[config.mk]
export PLATFORM = sky130hd
export DESIGN_NAME = bank_router
export DESIGN_NICKNAME = d
export VERILOG_FILES = /design/src/common/memsys_pkg.sv /design/src/verilog/bank_router.sv
export SDC_FILE = /design/constraint.sdc
export NUM_CORES = 1
export LEC_CHECK = 0
export ABC_CLOCK_PERIOD_IN_PS = 4050
export BUFFER_PORTS_ARGS = -buffer_cell sky130_fd_sc_hd__buf_4
export CORE_UTILIZATION = 40
export CTS_BUF_LIST = sky130_fd_sc_hd__clkbuf_4
export DETAILED_ROUTE_END_ITERATION = 8
export PLACE_DENSITY = 0.74
export SYNTH_ARGS = -nofsm -noshare
export SYNTH_HDL_FRONTEND = slang
export SYNTH_SLANG_ARGS = --single-unit
export TNS_END_PERCENT = 5
[constraint.sdc]
create_clock -name clock -period 4.05 [get_ports clock]
set_clock_uncertainty 0.05 [all_clocks]
set_input_delay 0 -clock clock [delete_from_list [all_inputs] [get_ports clock]]
set_output_delay 0 -clock clock [all_outputs]
set_load 0.005 [all_outputs]
[src/common/memsys_pkg.sv]
`default_nettype none

package memsys_pkg;

  localparam int unsigned data_width = 32;
  localparam int unsigned addr_width = 16;

  localparam int unsigned num_banks = 4;
  localparam int unsigned bank_bits = 2;
  localparam int unsigned byte_bits = 2;
  localparam int unsigned word_bits = 10;
  localparam int unsigned bank_depth = 1024;

  // address bits above the word index, ignored by the decode.
  localparam int unsigned pad_bits = addr_width - word_bits - bank_bits - byte_bits;

  localparam int unsigned burst_bits = 2;

  // cycles added to burst_len so waitrequest covers router, bank and merge.
  localparam int unsigned busy_extra = 4;
  localparam int unsigned busy_bits = $clog2((2 ** burst_bits) + busy_extra);

  // beats per burst are value + 1; the value also serves as wrap mask.
  typedef logic [burst_bits-1:0] burst_len_t;

  typedef struct packed {
    logic [pad_bits-1:0]  pad;       // unused upper bits.
    logic [word_bits-1:0] word;      // word index inside a bank.
    logic [bank_bits-1:0] bank;      // bank select.
    logic [byte_bits-1:0] byte_off;  // byte offset, ignored.
  } mem_addr_fields_t;

  typedef union packed {
    logic [addr_width-1:0] raw;     // flat byte address as driven on the port.
    mem_addr_fields_t      fields;
  } mem_addr_u;

endpackage

`default_nettype wire

[src/verilog/bank_router.sv]
`timescale 1ns/1ps
`default_nettype none

module bank_router import memsys_pkg::*; (
  input  wire                        clock,
  input  wire                        reset_n,

  input  wire mem_addr_u             addr,
  input  wire burst_len_t            burst_len,
  input  wire logic [data_width-1:0] data_in,
  input  wire                        wr,
  input  wire                        rd,
  output logic                       waitrequest,

  output logic [num_banks-1:0]       bank_wr,
  output logic [num_banks-1:0]       bank_rd,
  output logic [word_bits-1:0]       word_index,
  output logic [data_width-1:0]      bank_data,
  output burst_len_t                 bank_burst_len
);

  logic                  accept;
  logic                  req_wr;
  logic                  req_rd;
  mem_addr_u             req_addr;
  logic [data_width-1:0] req_data;
  burst_len_t            req_burst_len;
  logic [num_banks-1:0]  bank_onehot;
  logic [busy_bits-1:0]  busy_count;

  assign accept = (wr | rd) & ~waitrequest;
  assign waitrequest = (busy_count != '0);

  assign bank_onehot = num_banks'(1) << req_addr.fields.bank;

  // request stage, write wins over read.
  always_ff @(posedge clock, negedge reset_n) begin
    if (!reset_n) begin
      req_wr <= 1'b0;
      req_rd <= 1'b0;
    end else begin
      req_wr <= accept & wr;
      req_rd <= accept & rd & ~wr;
    end
  end

  always_ff @(posedge clock) begin
    if (accept) begin
      req_addr      <= addr;
      req_data      <= data_in;
      req_burst_len <= burst_len;
    end
  end

  // steer stage.
  always_ff @(posedge clock, negedge reset_n) begin
    if (!reset_n) begin
      bank_wr <= '0;
      bank_rd <= '0;
    end else begin
      bank_wr <= req_wr ? bank_onehot : '0;
      bank_rd <= req_rd ? bank_onehot : '0;
    end
  end

  always_ff @(posedge clock) begin
    if (req_wr || req_rd) begin
      word_index     <= req_addr.fields.word;
      bank_data      <= req_data;
      bank_burst_len <= req_burst_len;
    end
  end

  // holds off new requests until the burst has left the merge.
  always_ff @(posedge clock, negedge reset_n) begin
    if (!reset_n) begin
      busy_count <= '0;
    end else if (accept && rd && !wr) begin
      busy_count <= busy_bits'(burst_len) + busy_bits'(busy_extra);
    end else if (busy_count != '0) begin
      busy_count <= busy_count - 1'b1;
    end
  end

endmodule

`default_nettype wire

==> out/results.txt <==
Outcome - finished clean
Setup tns final - 0 ns
Post-CTS Hold Buffers - 50
Period utilization - 59.9%
Critical R2R Launch - busy_count[0]$_DFFE_PN0P_
DR WL/cell - 14.8 um
Worst skew pair latency - 0.43 ns
Final WS setup - 1.62 ns
HP Class - in -> reg
Slew HR - 32.7%
Synth Cell Area - 3250 um2
Logic gate share of total power - 18.0%
Antenna violations before repair - 0
Clock Path Buffers - 2
Core area - 7770 um2
Cell Chain, Critical Path - inv_1, ha_1, nand2b_1, nor2_4, buf_4
First-pass GRT wire length - 9130 um
RSZ-0062 raised after global routing - no
Die Y - 92.1 um
Cells after synthesis - 133
DR vias/cell - 4.43
Initial drt markers - 42
IO buf count - 102
Clock power frac - 19.6%
Vias in the first global route - 1805
Setup Crit Path Kind - reg -> reg
Reg-to-reg slack, setup - 1.62 ns
Drt drc - 0
R2r endpoint - req_data[5]$_DFFE_PN_
Pre-Repair DR Iteration Count - 4
Die Area - 8480 um2
CTS tree - built
Worst path max stage delay - 0.73 ns
Final hold vios - 0
Post-CTS setup buffers - 0
Sequential fraction of the synthesis area - 93.3%
Share of layout cells above drive strength 1 - 40.7%
Max Clk Rate - 412 MHz
Syn_nets - 189
Top cells by area, synth - edfxtp_1 (83%), dfrtp_1 (10%), mux2i_1 (1.2%)
Layout area overhead - 46.8%
Hold EP - req_data[2]$_DFFE_PN_
Initial core utilization - 41.8%
Die span in x - 92.1 um
DP Worst Slack - 1.61 ns
Worst path slowest cell - nor2_4
Leakage - 0.00190 uW
Sw Ratio - 25.9%
Vias - 1779
Largest net degree at the start of global routing - 45
CTS Root Cell - clkbuf_4
All-Layer GR Usage - 14.8%
Pint - 1780 uW
Sw Pwr - 623 uW
Total of max-cap violations - 0
Yosys synthesis warning count - 0
IO Count - 107
Final nets - 352
Area leader, netlist - edfxtp_1
Part of the power in registers - 62.4%
Cell Rows - 32
Worst path required time - 4.13 ns
Fill cells - 579
Largest fanout on the critical path - 29
Worst-case vdd ir drop - 0.000237 V
Slew Limit Fails - 0
Yosys reg bits - 103
Hold Path Cell Cnt - 2
Post-synth cell types - 16
Remaining Overflow, GRT - 0
Final HPWL DP - 3670 um
Final setup viols - 0
Final WL - 5930 um
Clk pin slew, worst setup/hold paths - 0.16 ns
Synth top area share - 83.3%
Setup crit start kind - flop
Syn_area_per_cell - 24.4 um2
CTS resizes - 0
Clock sink count - 103
Power Dens Cells - 504 nW/um2
Number of CTS-inserted buffers - 9
Gpl congestion - 0.685
H-tree depth - 3
Hold path startpoint - data_in[2]
Tmin final - 2.43 ns
Crit path DAT - 2.50 ns
Crit path capture type - flop
Ant diodes - 0
Worst-margin pin slew - 1.01 ns
Worst r2r path cells - 5
Routed Antenna Nets - 0
Power Total - 2400 uW
## worst max-delay path by stage
stage | start | endpoint | slack (ns) | cells past startpoint
finish | busy_count[0]$_DFFE_PN0P_ | req_data[5]$_DFFE_PN_ | 1.62 | 5
global route | busy_count[0]$_DFFE_PN0P_ | req_data[26]$_DFFE_PN_ | 1.43 | 5
CTS | busy_count[0]$_DFFE_PN0P_ | req_data[5]$_DFFE_PN_ | 1.59 | 5
detailed placement | busy_count[0]$_DFFE_PN0P_ | req_data[8]$_DFFE_PN_ | 1.61 | 5
global placement | busy_count[0]$_DFFE_PN0P_ | req_data[23]$_DFFE_PN_ | 1.73 | 5
floorplan | busy_count[0]$_DFFE_PN0P_ | req_addr[10]$_DFFE_PN_ | 0.81 | 5
## kinds of logic (layout without fill, tap and decap cells)
group                      after synthesis  in the layout  share of synthesized area, %
DFF                                    103            103                          93.3
muxes                                    4              4                          1.23
AOI/OAI and AO/OA                        1              1                         0.270
buffers and inverters                    4            171                         0.694
and+or+nand+nor                         19             19                          3.74
adders and majority gates                2              2                         0.771
## metrics by stage
stage	instance area (um2)	utilization (%)	hold slack, ns	cells
after global routing	4770	61.4	0.184	402
after CTS	4770	61.4	0.194	402
after floorplan	3250	-	-0.346	133
after global placement	4140	53.3	-0.201	337
after detailed placement	4140	53.3	-0.193	337
final	4770	61.4	0.225	402
## per-layer routing
layer / wire [um] / global-route usage (%) / vias up
met1: 2490 / 17.3 / 852
met2: 2810 / 24.3 / 86
met5: 0 / 0 / -
li1: - / - / 833
met3: 555 / 6.05 / 8
met4: 82 / 5.86 / 0
## final cells by class
cell class / instances / area, um2 / share of cell area [%]
Tap cell: 102 / 128 / 2.68
Timing Repair Buffer: 153 / 1270 / 26.7
Inverter: 3 / 11.3 / 0.236
Clock inverter: 6 / 55.1 / 1.16
Clock buffer: 9 / 67.6 / 1.42
Sequential cell: 103 / 3030 / 63.5
Multi-Input combinational cell: 26 / 203 / 4.25
## Yosys cell counts (all sizes together)
| library cell | number |
|---|---|
| or2 | 1 |
| nor2 | 6 |
| buf | 1 |
| nand2b | 1 |
| ha | 2 |
| dfrtp | 13 |
| and3 | 2 |
| mux2i | 4 |
| edfxtp | 90 |
| nor2b | 3 |
| nor3b | 2 |
| inv | 3 |
| a211o | 1 |
| nand2 | 2 |
| and3b | 2 |
## state kept, by name (all words and copies together), names as in the netlist
name            cells
bank_rd             4
req_addr           12
req_data           32
busy_count          3
req_wr              1
bank_data          32
word_index         10
bank_burst_len      2
req_rd              1
bank_wr             4
req_burst_len       2
## power by group through the flow
stage / Clock, uW / Combinational [uW] / Sequential [uW]
finish: 470 / 434 / 1500
global route: 523 / 482 / 1520
CTS: 486 / 438 / 1500
detailed placement: 0 / 399 / 1530
global placement: 0 / 382 / 1510
floorplan: 0 / 160 / 1520
## cells in the final DEF (no fill, tap or decap), drive strengths merged
| cell | instances |
|---|---|
| inv | 5 |
| nor2 | 6 |
| nor3b | 2 |
| nand2 | 2 |
| nor2b | 3 |
| clkbuf | 9 |
| a211o | 1 |
| ha | 2 |
| dfrtp | 13 |
| and3 | 2 |
| or2 | 1 |
| edfxtp | 90 |
| mux2i | 4 |
| dlygate4sd3 | 50 |
| and3b | 2 |
| nand2b | 1 |
| buf | 103 |
| clkinv | 4 |
## critical path: cells and delay by family (launching register included)
family                   cells  cell delay, ns
AND/OR/NAND/NOR              2            0.97
flip-flops                   1            0.43
buffers and inverters        2            0.49
adder cells (fa/ha/maj)      1            0.18
Note: power is estimated with default switching activity, not from simulation.
