`config.mk`:
```
export PLATFORM = sky130hd
export DESIGN_NAME = read_merge
export DESIGN_NICKNAME = d
export VERILOG_FILES = /design/src/common/memsys_pkg.sv /design/src/verilog/read_merge.sv
export SDC_FILE = /design/constraint.sdc
export NUM_CORES = 1
export LEC_CHECK = 0
export ABC_CLOCK_PERIOD_IN_PS = 800
export BUFFER_PORTS_ARGS = -buffer_cell sky130_fd_sc_hd__buf_2
export CORE_MARGIN = 8
export CORE_UTILIZATION = 36
export DETAILED_ROUTE_END_ITERATION = 16
export GPL_ROUTABILITY_DRIVEN = 0
export PLACE_DENSITY = 0.84
export SLEW_MARGIN = 20
export SYNTH_ARGS = -nofsm -noshare
export SYNTH_HDL_FRONTEND = slang
export SYNTH_SLANG_ARGS = --single-unit
```
`constraint.sdc`:
```
create_clock -name clock -period 0.8 [get_ports clock]
set_input_delay 0.12 -clock clock [delete_from_list [all_inputs] [get_ports clock]]
set_output_delay 0.12 -clock clock [all_outputs]
set_load 0.05 [all_outputs]
```
`src/common/memsys_pkg.sv`:
```
`default_nettype none

package memsys_pkg;

  localparam int unsigned data_width = 32;
  localparam int unsigned addr_width = 16;

  localparam int unsigned num_banks = 4;
  localparam int unsigned bank_bits = 2;
  localparam int unsigned byte_bits = 2;
  localparam int unsigned word_bits = 10;
  localparam int unsigned bank_depth = 1024;

  // address bits above the word index, ignored by the decode.
  localparam int unsigned pad_bits = addr_width - word_bits - bank_bits - byte_bits;

  localparam int unsigned burst_bits = 2;

  // cycles added to burst_len so waitrequest covers router, bank and merge.
  localparam int unsigned busy_extra = 4;
  localparam int unsigned busy_bits = $clog2((2 ** burst_bits) + busy_extra);

  // beats per burst are value + 1; the value also serves as wrap mask.
  typedef logic [burst_bits-1:0] burst_len_t;

  typedef struct packed {
    logic [pad_bits-1:0]  pad;       // unused upper bits.
    logic [word_bits-1:0] word;      // word index inside a bank.
    logic [bank_bits-1:0] bank;      // bank select.
    logic [byte_bits-1:0] byte_off;  // byte offset, ignored.
  } mem_addr_fields_t;

  typedef union packed {
    logic [addr_width-1:0] raw;     // flat byte address as driven on the port.
    mem_addr_fields_t      fields;
  } mem_addr_u;

endpackage

`default_nettype wire

```
`src/verilog/read_merge.sv`:
```
`timescale 1ns/1ps
`default_nettype none

module read_merge import memsys_pkg::*; (
  input  wire                        clock,
  input  wire                        reset_n,

  input  wire logic [num_banks-1:0]  bank_valid,
  input  wire logic [data_width-1:0] bank_data [num_banks],

  output logic                       rd_valid,
  output logic [data_width-1:0]      data_out
);

  logic [data_width-1:0] sel_data;
  logic                  any_valid;

  assign any_valid = |bank_valid;

  // and-or select, only one bank bursts at a time.
  always_comb begin
    sel_data = '0;
    for (int i = 0; i < num_banks; i++) begin
      if (bank_valid[i]) begin
        sel_data = sel_data | bank_data[i];
      end
    end
  end

  always_ff @(posedge clock, negedge reset_n) begin
    if (!reset_n) begin
      rd_valid <= 1'b0;
    end else begin
      rd_valid <= any_valid;
    end
  end

  always_ff @(posedge clock) begin
    if (any_valid) begin
      data_out <= sel_data;  // holds between beats.
    end
  end

endmodule

`default_nettype wire

```
==> results of run 1 <==
## power breakdown
group / switching [uW] / internal, uW / total (uW) / leakage [uW]
Sequential: 85.4 / 2110 / 2190 / 0.000321
Combinational: 1060 / 747 / 1810 / 0.00105
Clock: 519 / 617 / 1140 / 0.0000395
## worst min-delay path, stage by stage
cell and delay (ns):
buf_2 0.07, a22oi_1 0.05, nand2_1 0.05
## registers in the layout, summed over array words and instances (netlist names)
register and flops:
data_out 32, rd_valid 1
## timing repair
item	4_1_cts	5_1_grt
cloned	1	2
endpoints found under the hold margin	1	0
setup endpoints to repair	66	77
gates resized for setup	70	7
pin swaps	1	0
hold buffers	1	0
## per-stage QoR
stage / cell area, um2 / instances
floorplan: 1700 / 146
global placement: 2550 / 356
detailed placement: 2550 / 356
CTS: 2870 / 366
global route: 2940 / 368
finish: 2940 / 368
## placed cells by master, fill, tap and decap left out, drive strengths merged
cell type    instances
a22oi               64
buf                174
nand2               32
clkbuf               9
edfxtp              32
dlygate4sd3          1
dfrtp                1
or4                  1
## layout make-up
cell class / instances / share of cell area [%]
Clock buffer: 8 / 2.72
Multi-Input combinational cell: 97 / 21.3
Sequential cell: 33 / 33.5
Tap cell: 54 / 2.30
Timing Repair Buffer: 176 / 40.1
## path summary, 6_finish.rpt
check	end	cells after the start	slack, ns	start
max	data_out[10]	3	-0.17	bank_valid[0]
min in group asynchronous	rd_valid	2	0.16	reset_n
max in group asynchronous	rd_valid	2	0.56	reset_n
min	data_out[18]	3	0.12	bank_data[82]
## synth_stat cells
cell      instances  area [um2]
or4_4             1        11.3
clkbuf_1          6        22.5
buf_6             1        11.3
dfrtp_1           1        25.0
buf_2             9        45.0
a22oi_1          64         480
nand2_1          32         120
edfxtp_1         32         961
## routing by layer
layer	routed length, um	global-route usage [%]
met3	690	7.55
met1	2330	17.4
met4	94	6.28
met5	0	0
met2	3580	32.5
## cells by family after synthesis
logic type | after synthesis | share of synthesized area [%]
flip-flops | 33 | 58.8
AND/OR/NAND/NOR | 33 | 7.84
AO/OA/AOI/OAI | 64 | 28.7
buffers and inverters | 16 | 4.70
==> metrics.yaml, run 1 <==
outcome: "complete, but fails checks"
violations: "setup timing"
synthDistinctLibCells: 8
initial_core_util_pct: 36.5
die_h_um: 84.2
ios: 167
setup_slack_ns: -0.170
tns_ns: -9.69
seq_area_um2: 986
via_per_inst: 5.11
p_per_area_nw_per_um2: 1750
multiInputGateArea_um2: 627
wirelength_um: 6700
dp_slack_ns: -0.436
tritoncts.num_buffers: 5
track_usage_pct: 17.8
finalHoldViolCount: 0
synth_area_um2: 1680
max_slew_margin_pct: 76.5
crit_path_top_delay_cell: "or4_4"
crit_family: "simple AND/OR/NAND/NOR gates"
ctsRootBufferMaster: "clkbuf_8"
num-fill-cells: 397
setup_viol: 66
clk_path_buf_depth: 2
wl_per_cell_um: 18.2
rsz0062_at_grt: "true"
gr-total-overflow: 0
grt_pass1_vias: 2124
first_pass_iters: 5
slew_violations: 0
critPathMaxFanout: 6
hp-class: "in2reg"
whs_ns: 0.125
min_period_over_period_pct: 121
htree_levels: 2
synth_nets: 280
grt_max_degree: 33
vias: 1880
cts_tree: "yes"
cp_cell_sequence: "buf_6 -> or4_4 -> clkbuf_16"
ant_nets: 0
leakage_uw: 0.00141
yosysSeqAreaShare_pct: 58.8
avgSynthCellArea_um2: 11.5
max-cap-violations: 0
antenna_found_initial: 0
syn_to_final_growth_pct: 75.4
crit_path_end_kind: "register"
coreArea_um2: 4600
arrival_ns: 1.01
fin_crit_ns: 0.970
ys.warnings.count: 0
fmax_mhz: 1030
num_rows: 25
peakVddDrop_mv: 0.912
dp_hpwl_um: 5040
drc: 0
fin_util_pct: 63.9
path_buf_inv: 2
tightest_slew_ns: 0.353
n_antenna_cell: 0
drt_first_iter_violations: 145
required_ns: 0.84
die_w_um: 84.2
path_clk_slew_ns: 0.06
clkSinkCount: 33
drive_above_1_share_pct: 58.6
finalNetCount: 447
grt_pass1_wl_um: 10300
cts_setup_buffers: 0
critical-path-max-stage-delay_ns: 0.60
ys_ff_latch: 33
port_buffers: 166
crit_type: "in2reg"
power_uw: 5140
worstSetupStartpointType: "primary input"
syn-instance-count: 146
dieArea_um2: 7100
Power figures use the tool's default switching activity.
==> inputs of run 2 (changes only) <==
RECOVER_POWER = 100   (was unset)
==> run 2 against run 1 <==
The run still ends with setup timing left. Via count unchanged. Die area unchanged. First-iteration DRC count unchanged. Largest power group unchanged. Highest routed layer unchanged.
==> metrics.yaml, run 2 (synthesis gave the netlist of run 1 again) <==
outcome: "complete, but fails checks"
violations: "setup timing"
syn_to_final_growth_pct: 75.4
fin_util_pct: 63.9
crit_type: "reg2out"
tightest_slew_ns: 0.382
fin_area_um2: 2940
p_per_area_nw_per_um2: 1750
track_usage_pct: 17.8
fmax_mhz: 1030
cp_cell_sequence: "buf_6"
via_per_inst: 5.11
dp_slack_ns: -0.436
worstSetupStartpointType: "register"
dieArea_um2: 7100
hp-class: "in2reg"
rsz0062_at_grt: "true"
crit_path_top_delay_cell: "edfxtp_1"
vias: 1880
gr-total-overflow: 0
final_cell_mix: "buf_2 (131), a22oi_1 (61), buf_6 (41), nand2_1 (32), edfxtp_1 (32)"
grt_pass1_wl_um: 10300
largest_register: "data_out"
clkSinkCount: 33
place_area_um2: 2550
drive_above_1_share_pct: 58.6
combPwrFrac_pct: 35.2
htree_levels: 2
num_rows: 25
required_ns: 0.68
first_pass_iters: 5
setup_viol: 85
seq_area_um2: 986
antenna_found_initial: 0
setup_slack_ns: -0.170
path_buf_inv: 1
multiInputGateArea_um2: 627
final_common_cell: "buf_2"
critPathMaxFanout: 1
peakVddDrop_mv: 0.912
clockPowerShare_pct: 22.1
finalHoldViolCount: 0
num-fill-cells: 397
max-cap-violations: 0
die_w_um: 84.2
arrival_ns: 0.85
wirelength_um: 6700
ctsRootBufferMaster: "clkbuf_8"
min_period_over_period_pct: 121
cts_setup_buffers: 0
largest_reg_flops: 32
path_clk_slew_ns: 0.06
port_buffers: 166
slew_violations: 0
die_h_um: 84.2
crit_family: "flip-flops"
wl_per_cell_um: 18.2
dp_hpwl_um: 5040
drc: 0
ant_nets: 0
crit_path_end_kind: "output pin"
p_switching_uw: 1660
power.internal_uw: 3470
seqPwrFrac_pct: 42.7
ios: 167
grt_pass1_vias: 2124
grt_max_degree: 33
finalNetCount: 447
critical-path-max-stage-delay_ns: 0.40
p_sw_share_pct: 32.4
cts_tree: "yes"
top_regs: "data_out x32, rd_valid x1"
coreArea_um2: 4600
tritoncts.num_buffers: 5
n_antenna_cell: 0
fin_crit_ns: 0.970
max_slew_margin_pct: 74.5
drt_first_iter_violations: 145
leakage_uw: 0.00141
initial_core_util_pct: 36.5
clk_path_buf_depth: 2
run 2: cell type report:
type | count | share of cell area [%]
Sequential cell | 33 | 33.5
Multi-Input combinational cell | 97 | 21.3
Tap cell | 54 | 2.30
Timing Repair Buffer | 176 | 40.1
Clock buffer | 8 | 2.72
run 2: worst paths after layout:
check	startpoint	end	slack [ns]	cells after the start
max in group asynchronous	reset_n	rd_valid	0.56	2
min in group asynchronous	reset_n	rd_valid	0.16	2
setup / recovery	data_out[4]	data_out[4]	-0.17	1
hold / removal	bank_data[82]	data_out[18]	0.12	3
run 2: power by group through the flow:
| stage | sequential [uW] | clock (uW) | combinational, uW |
|---|---|---|---|
| finish | 2190 | 1140 | 1810 |
| CTS | 2200 | 1190 | 1780 |
| detailed placement | 2180 | 0 | 1560 |
| global placement | 2170 | 0 | 1530 |
| global route | 2210 | 1250 | 1910 |
| floorplan | 2840 | 0 | 335 |
run 2: what timing repair did:
| action | 4_1_cts | 5_1_grt |
|---|---|---|
| hold buffers | 1 | 0 |
| endpoints found under the setup margin | 66 | 77 |
| endpoints found under the hold margin | 1 | 0 |
| pin swaps | 1 | 0 |
| gates cloned | 1 | 2 |
| gates resized for setup | 70 | 7 |
run 2: stage by stage:
| step | cells | total power, uW | TNS, ns | hold slack [ns] |
|---|---|---|---|---|
| finish | 368 | 5130 | -9.91 | 0.125 |
| global route | 368 | 5370 | -13.27 | 0.128 |
| CTS | 366 | 5170 | -9.17 | 0.115 |
| detailed placement | 356 | 3740 | -21.42 | -0.102 |
| global placement | 356 | 3700 | -20.68 | -0.104 |
| floorplan | 146 | 3170 | -17.33 | -0.176 |
run 2: layer usage:
metal	part of all wire [%]	wire, um	GRT usage [%]	vias to the layer above
met5	0	0	0	-
met4	1.4	94	6.28	0
met3	10	690	7.55	6
met2	53	3580	32.5	102
met1	35	2330	17.4	854
li1	-	-	-	918
==> inputs of run 3 (changes only) <==
ABC_CLOCK_PERIOD_IN_PS = 880   (was 800)
CORE_UTILIZATION = 32   (was 36)
PLACE_DENSITY = 0.79   (was 0.84)
clock period = 0.88 ns   (was 0.8 ns; I/O delays follow)
==> run 3 against run 2 <==
Flip-flop and latch count unchanged. The run still ends with setup timing left. Setup slack better by 0.070 ns. First-iteration DRC count down 39%. Final cell count up 3.5%. Final area down 1.0%. Combinational power down 10%. Global-route usage down 2.0 points. Critical path type unchanged. Die area up 10%.
==> metrics.yaml, run 3 (synthesis gave the netlist of run 1 again) <==
min_period_over_period_pct: 111
num_rows: 26
track_usage_pct: 15.9
wirelength_um: 6520
htree_levels: 2
fmax_mhz: 1020
path_buf_inv: 1
crit_type: "reg2out"
dp_hpwl_um: 4940
grt_pass1_wl_um: 9670
finalNetCount: 445
p_per_area_nw_per_um2: 1590
crit_path_end_kind: "output pin"
slew_violations: 0
port_buffers: 166
n_antenna_cell: 0
syn_to_final_growth_pct: 73.6
arrival_ns: 0.85
coreArea_um2: 5070
critPathMaxFanout: 1
largest_reg_flops: 32
num-fill-cells: 437
crit_path_top_delay_cell: "edfxtp_1"
wl_per_cell_um: 17.1
finalHoldViolCount: 0
max_slew_margin_pct: 75.2
fin_crit_ns: 0.979
final_cell_mix: "buf_2 (129), a22oi_1 (63), buf_6 (36), nand2_1 (32), edfxtp_1 (32)"
grt_max_degree: 34
dieArea_um2: 7810
hp-class: "in2reg"
ctsRootBufferMaster: "clkbuf_8"
cts_setup_buffers: 0
required_ns: 0.75
violations: "setup timing"
outcome: "complete, but fails checks"
whs_ns: 0.138
cts_tree: "yes"
max-cap-violations: 0
die_w_um: 88.4
setup_viol: 65
dp_slack_ns: -0.359
clkSinkCount: 33
worstSetupStartpointType: "register"
critical-path-max-stage-delay_ns: 0.40
drive_above_1_share_pct: 57.2
path_clk_slew_ns: 0.06
initial_core_util_pct: 33.0
first_pass_iters: 4
die_h_um: 88.4
gr-total-overflow: 0
vias: 1903
cp_cell_sequence: "buf_6"
path_depth: 1
rsz0062_at_grt: "true"
drt_first_iter_violations: 88
via_per_inst: 4.99
ios: 167
top_regs: "data_out x32, rd_valid x1"
tightest_slew_ns: 0.371
antenna_found_initial: 0
hold_depth: 3
peakVddDrop_mv: 0.862
clk_path_buf_depth: 2
largest_register: "data_out"
grt_pass1_vias: 2114
crit_family: "flip-flops"
setup_slack_ns: -0.0994
final_common_cell: "buf_2"
tritoncts.num_buffers: 5
leakage_uw: 0.00139
drc: 0
ant_nets: 0
## run 3: area by class of cell
type | instances | area (um2) | share of cell area [%]
Timing Repair Buffer | 174 | 1140 | 39.3
Sequential cell | 33 | 986 | 33.9
Multi-Input combinational cell | 97 | 617 | 21.2
Tap cell | 70 | 87.6 | 3.01
Clock buffer | 6 | 72.6 | 2.49
Clock inverter | 1 | 3.75 | 0.129
## run 3: per-stage QoR
stage	instance area [um2]	power (uW)	instances	utilization, %	TNS (ns)
after floorplan	1700	2880	146	-	-12.97
after global routing	2910	4830	381	57.3	-5.95
after global placement	2570	3360	371	50.6	-16.97
after detailed placement	2570	3390	371	50.6	-17.80
final	2910	4630	381	57.3	-4.71
after CTS	2870	4660	379	56.5	-4.27
## run 3: tightest hold or removal path, delay by kind of cell
kind	cells	cell delay, ns
AO/OA/AOI/OAI	1	0.05
buffers and inverters	1	0.08
AND/OR/NAND/NOR	1	0.05
## run 3: where the power goes
group          leakage [uW]  switching, uW  internal (uW)
clock network     0.0000387            492            532
registers          0.000321           73.8           1920
logic               0.00103            951            667
total               0.00139           1520           3110
## run 3: final timing paths
| kind | startpoint | to |
|---|---|---|
| max in group asynchronous | reset_n | rd_valid |
| worst min-delay path | bank_data[81] | data_out[17] |
| worst max-delay path | data_out[12] | data_out[12] |
| min in group asynchronous | reset_n | rd_valid |
## run 3: metal layers
metal	track usage, %	vias to the layer above	routed length (um)	part of all wire [%]
met3	5.66	6	617	9.5
met2	29.8	93	3560	55
met5	0	-	0	0
met4	4.76	0	62	0.95
li1	-	914	-	-
met1	15.8	890	2280	35
## run 3: timing repair
item / CTS / global route
hold buffers: 1 / 0
cloned: 0 / 2
resized for setup: 67 / 3
endpoints found under the hold margin: 1 / 0
endpoints found under the setup margin: 65 / 67
pin swaps: 0 / 0
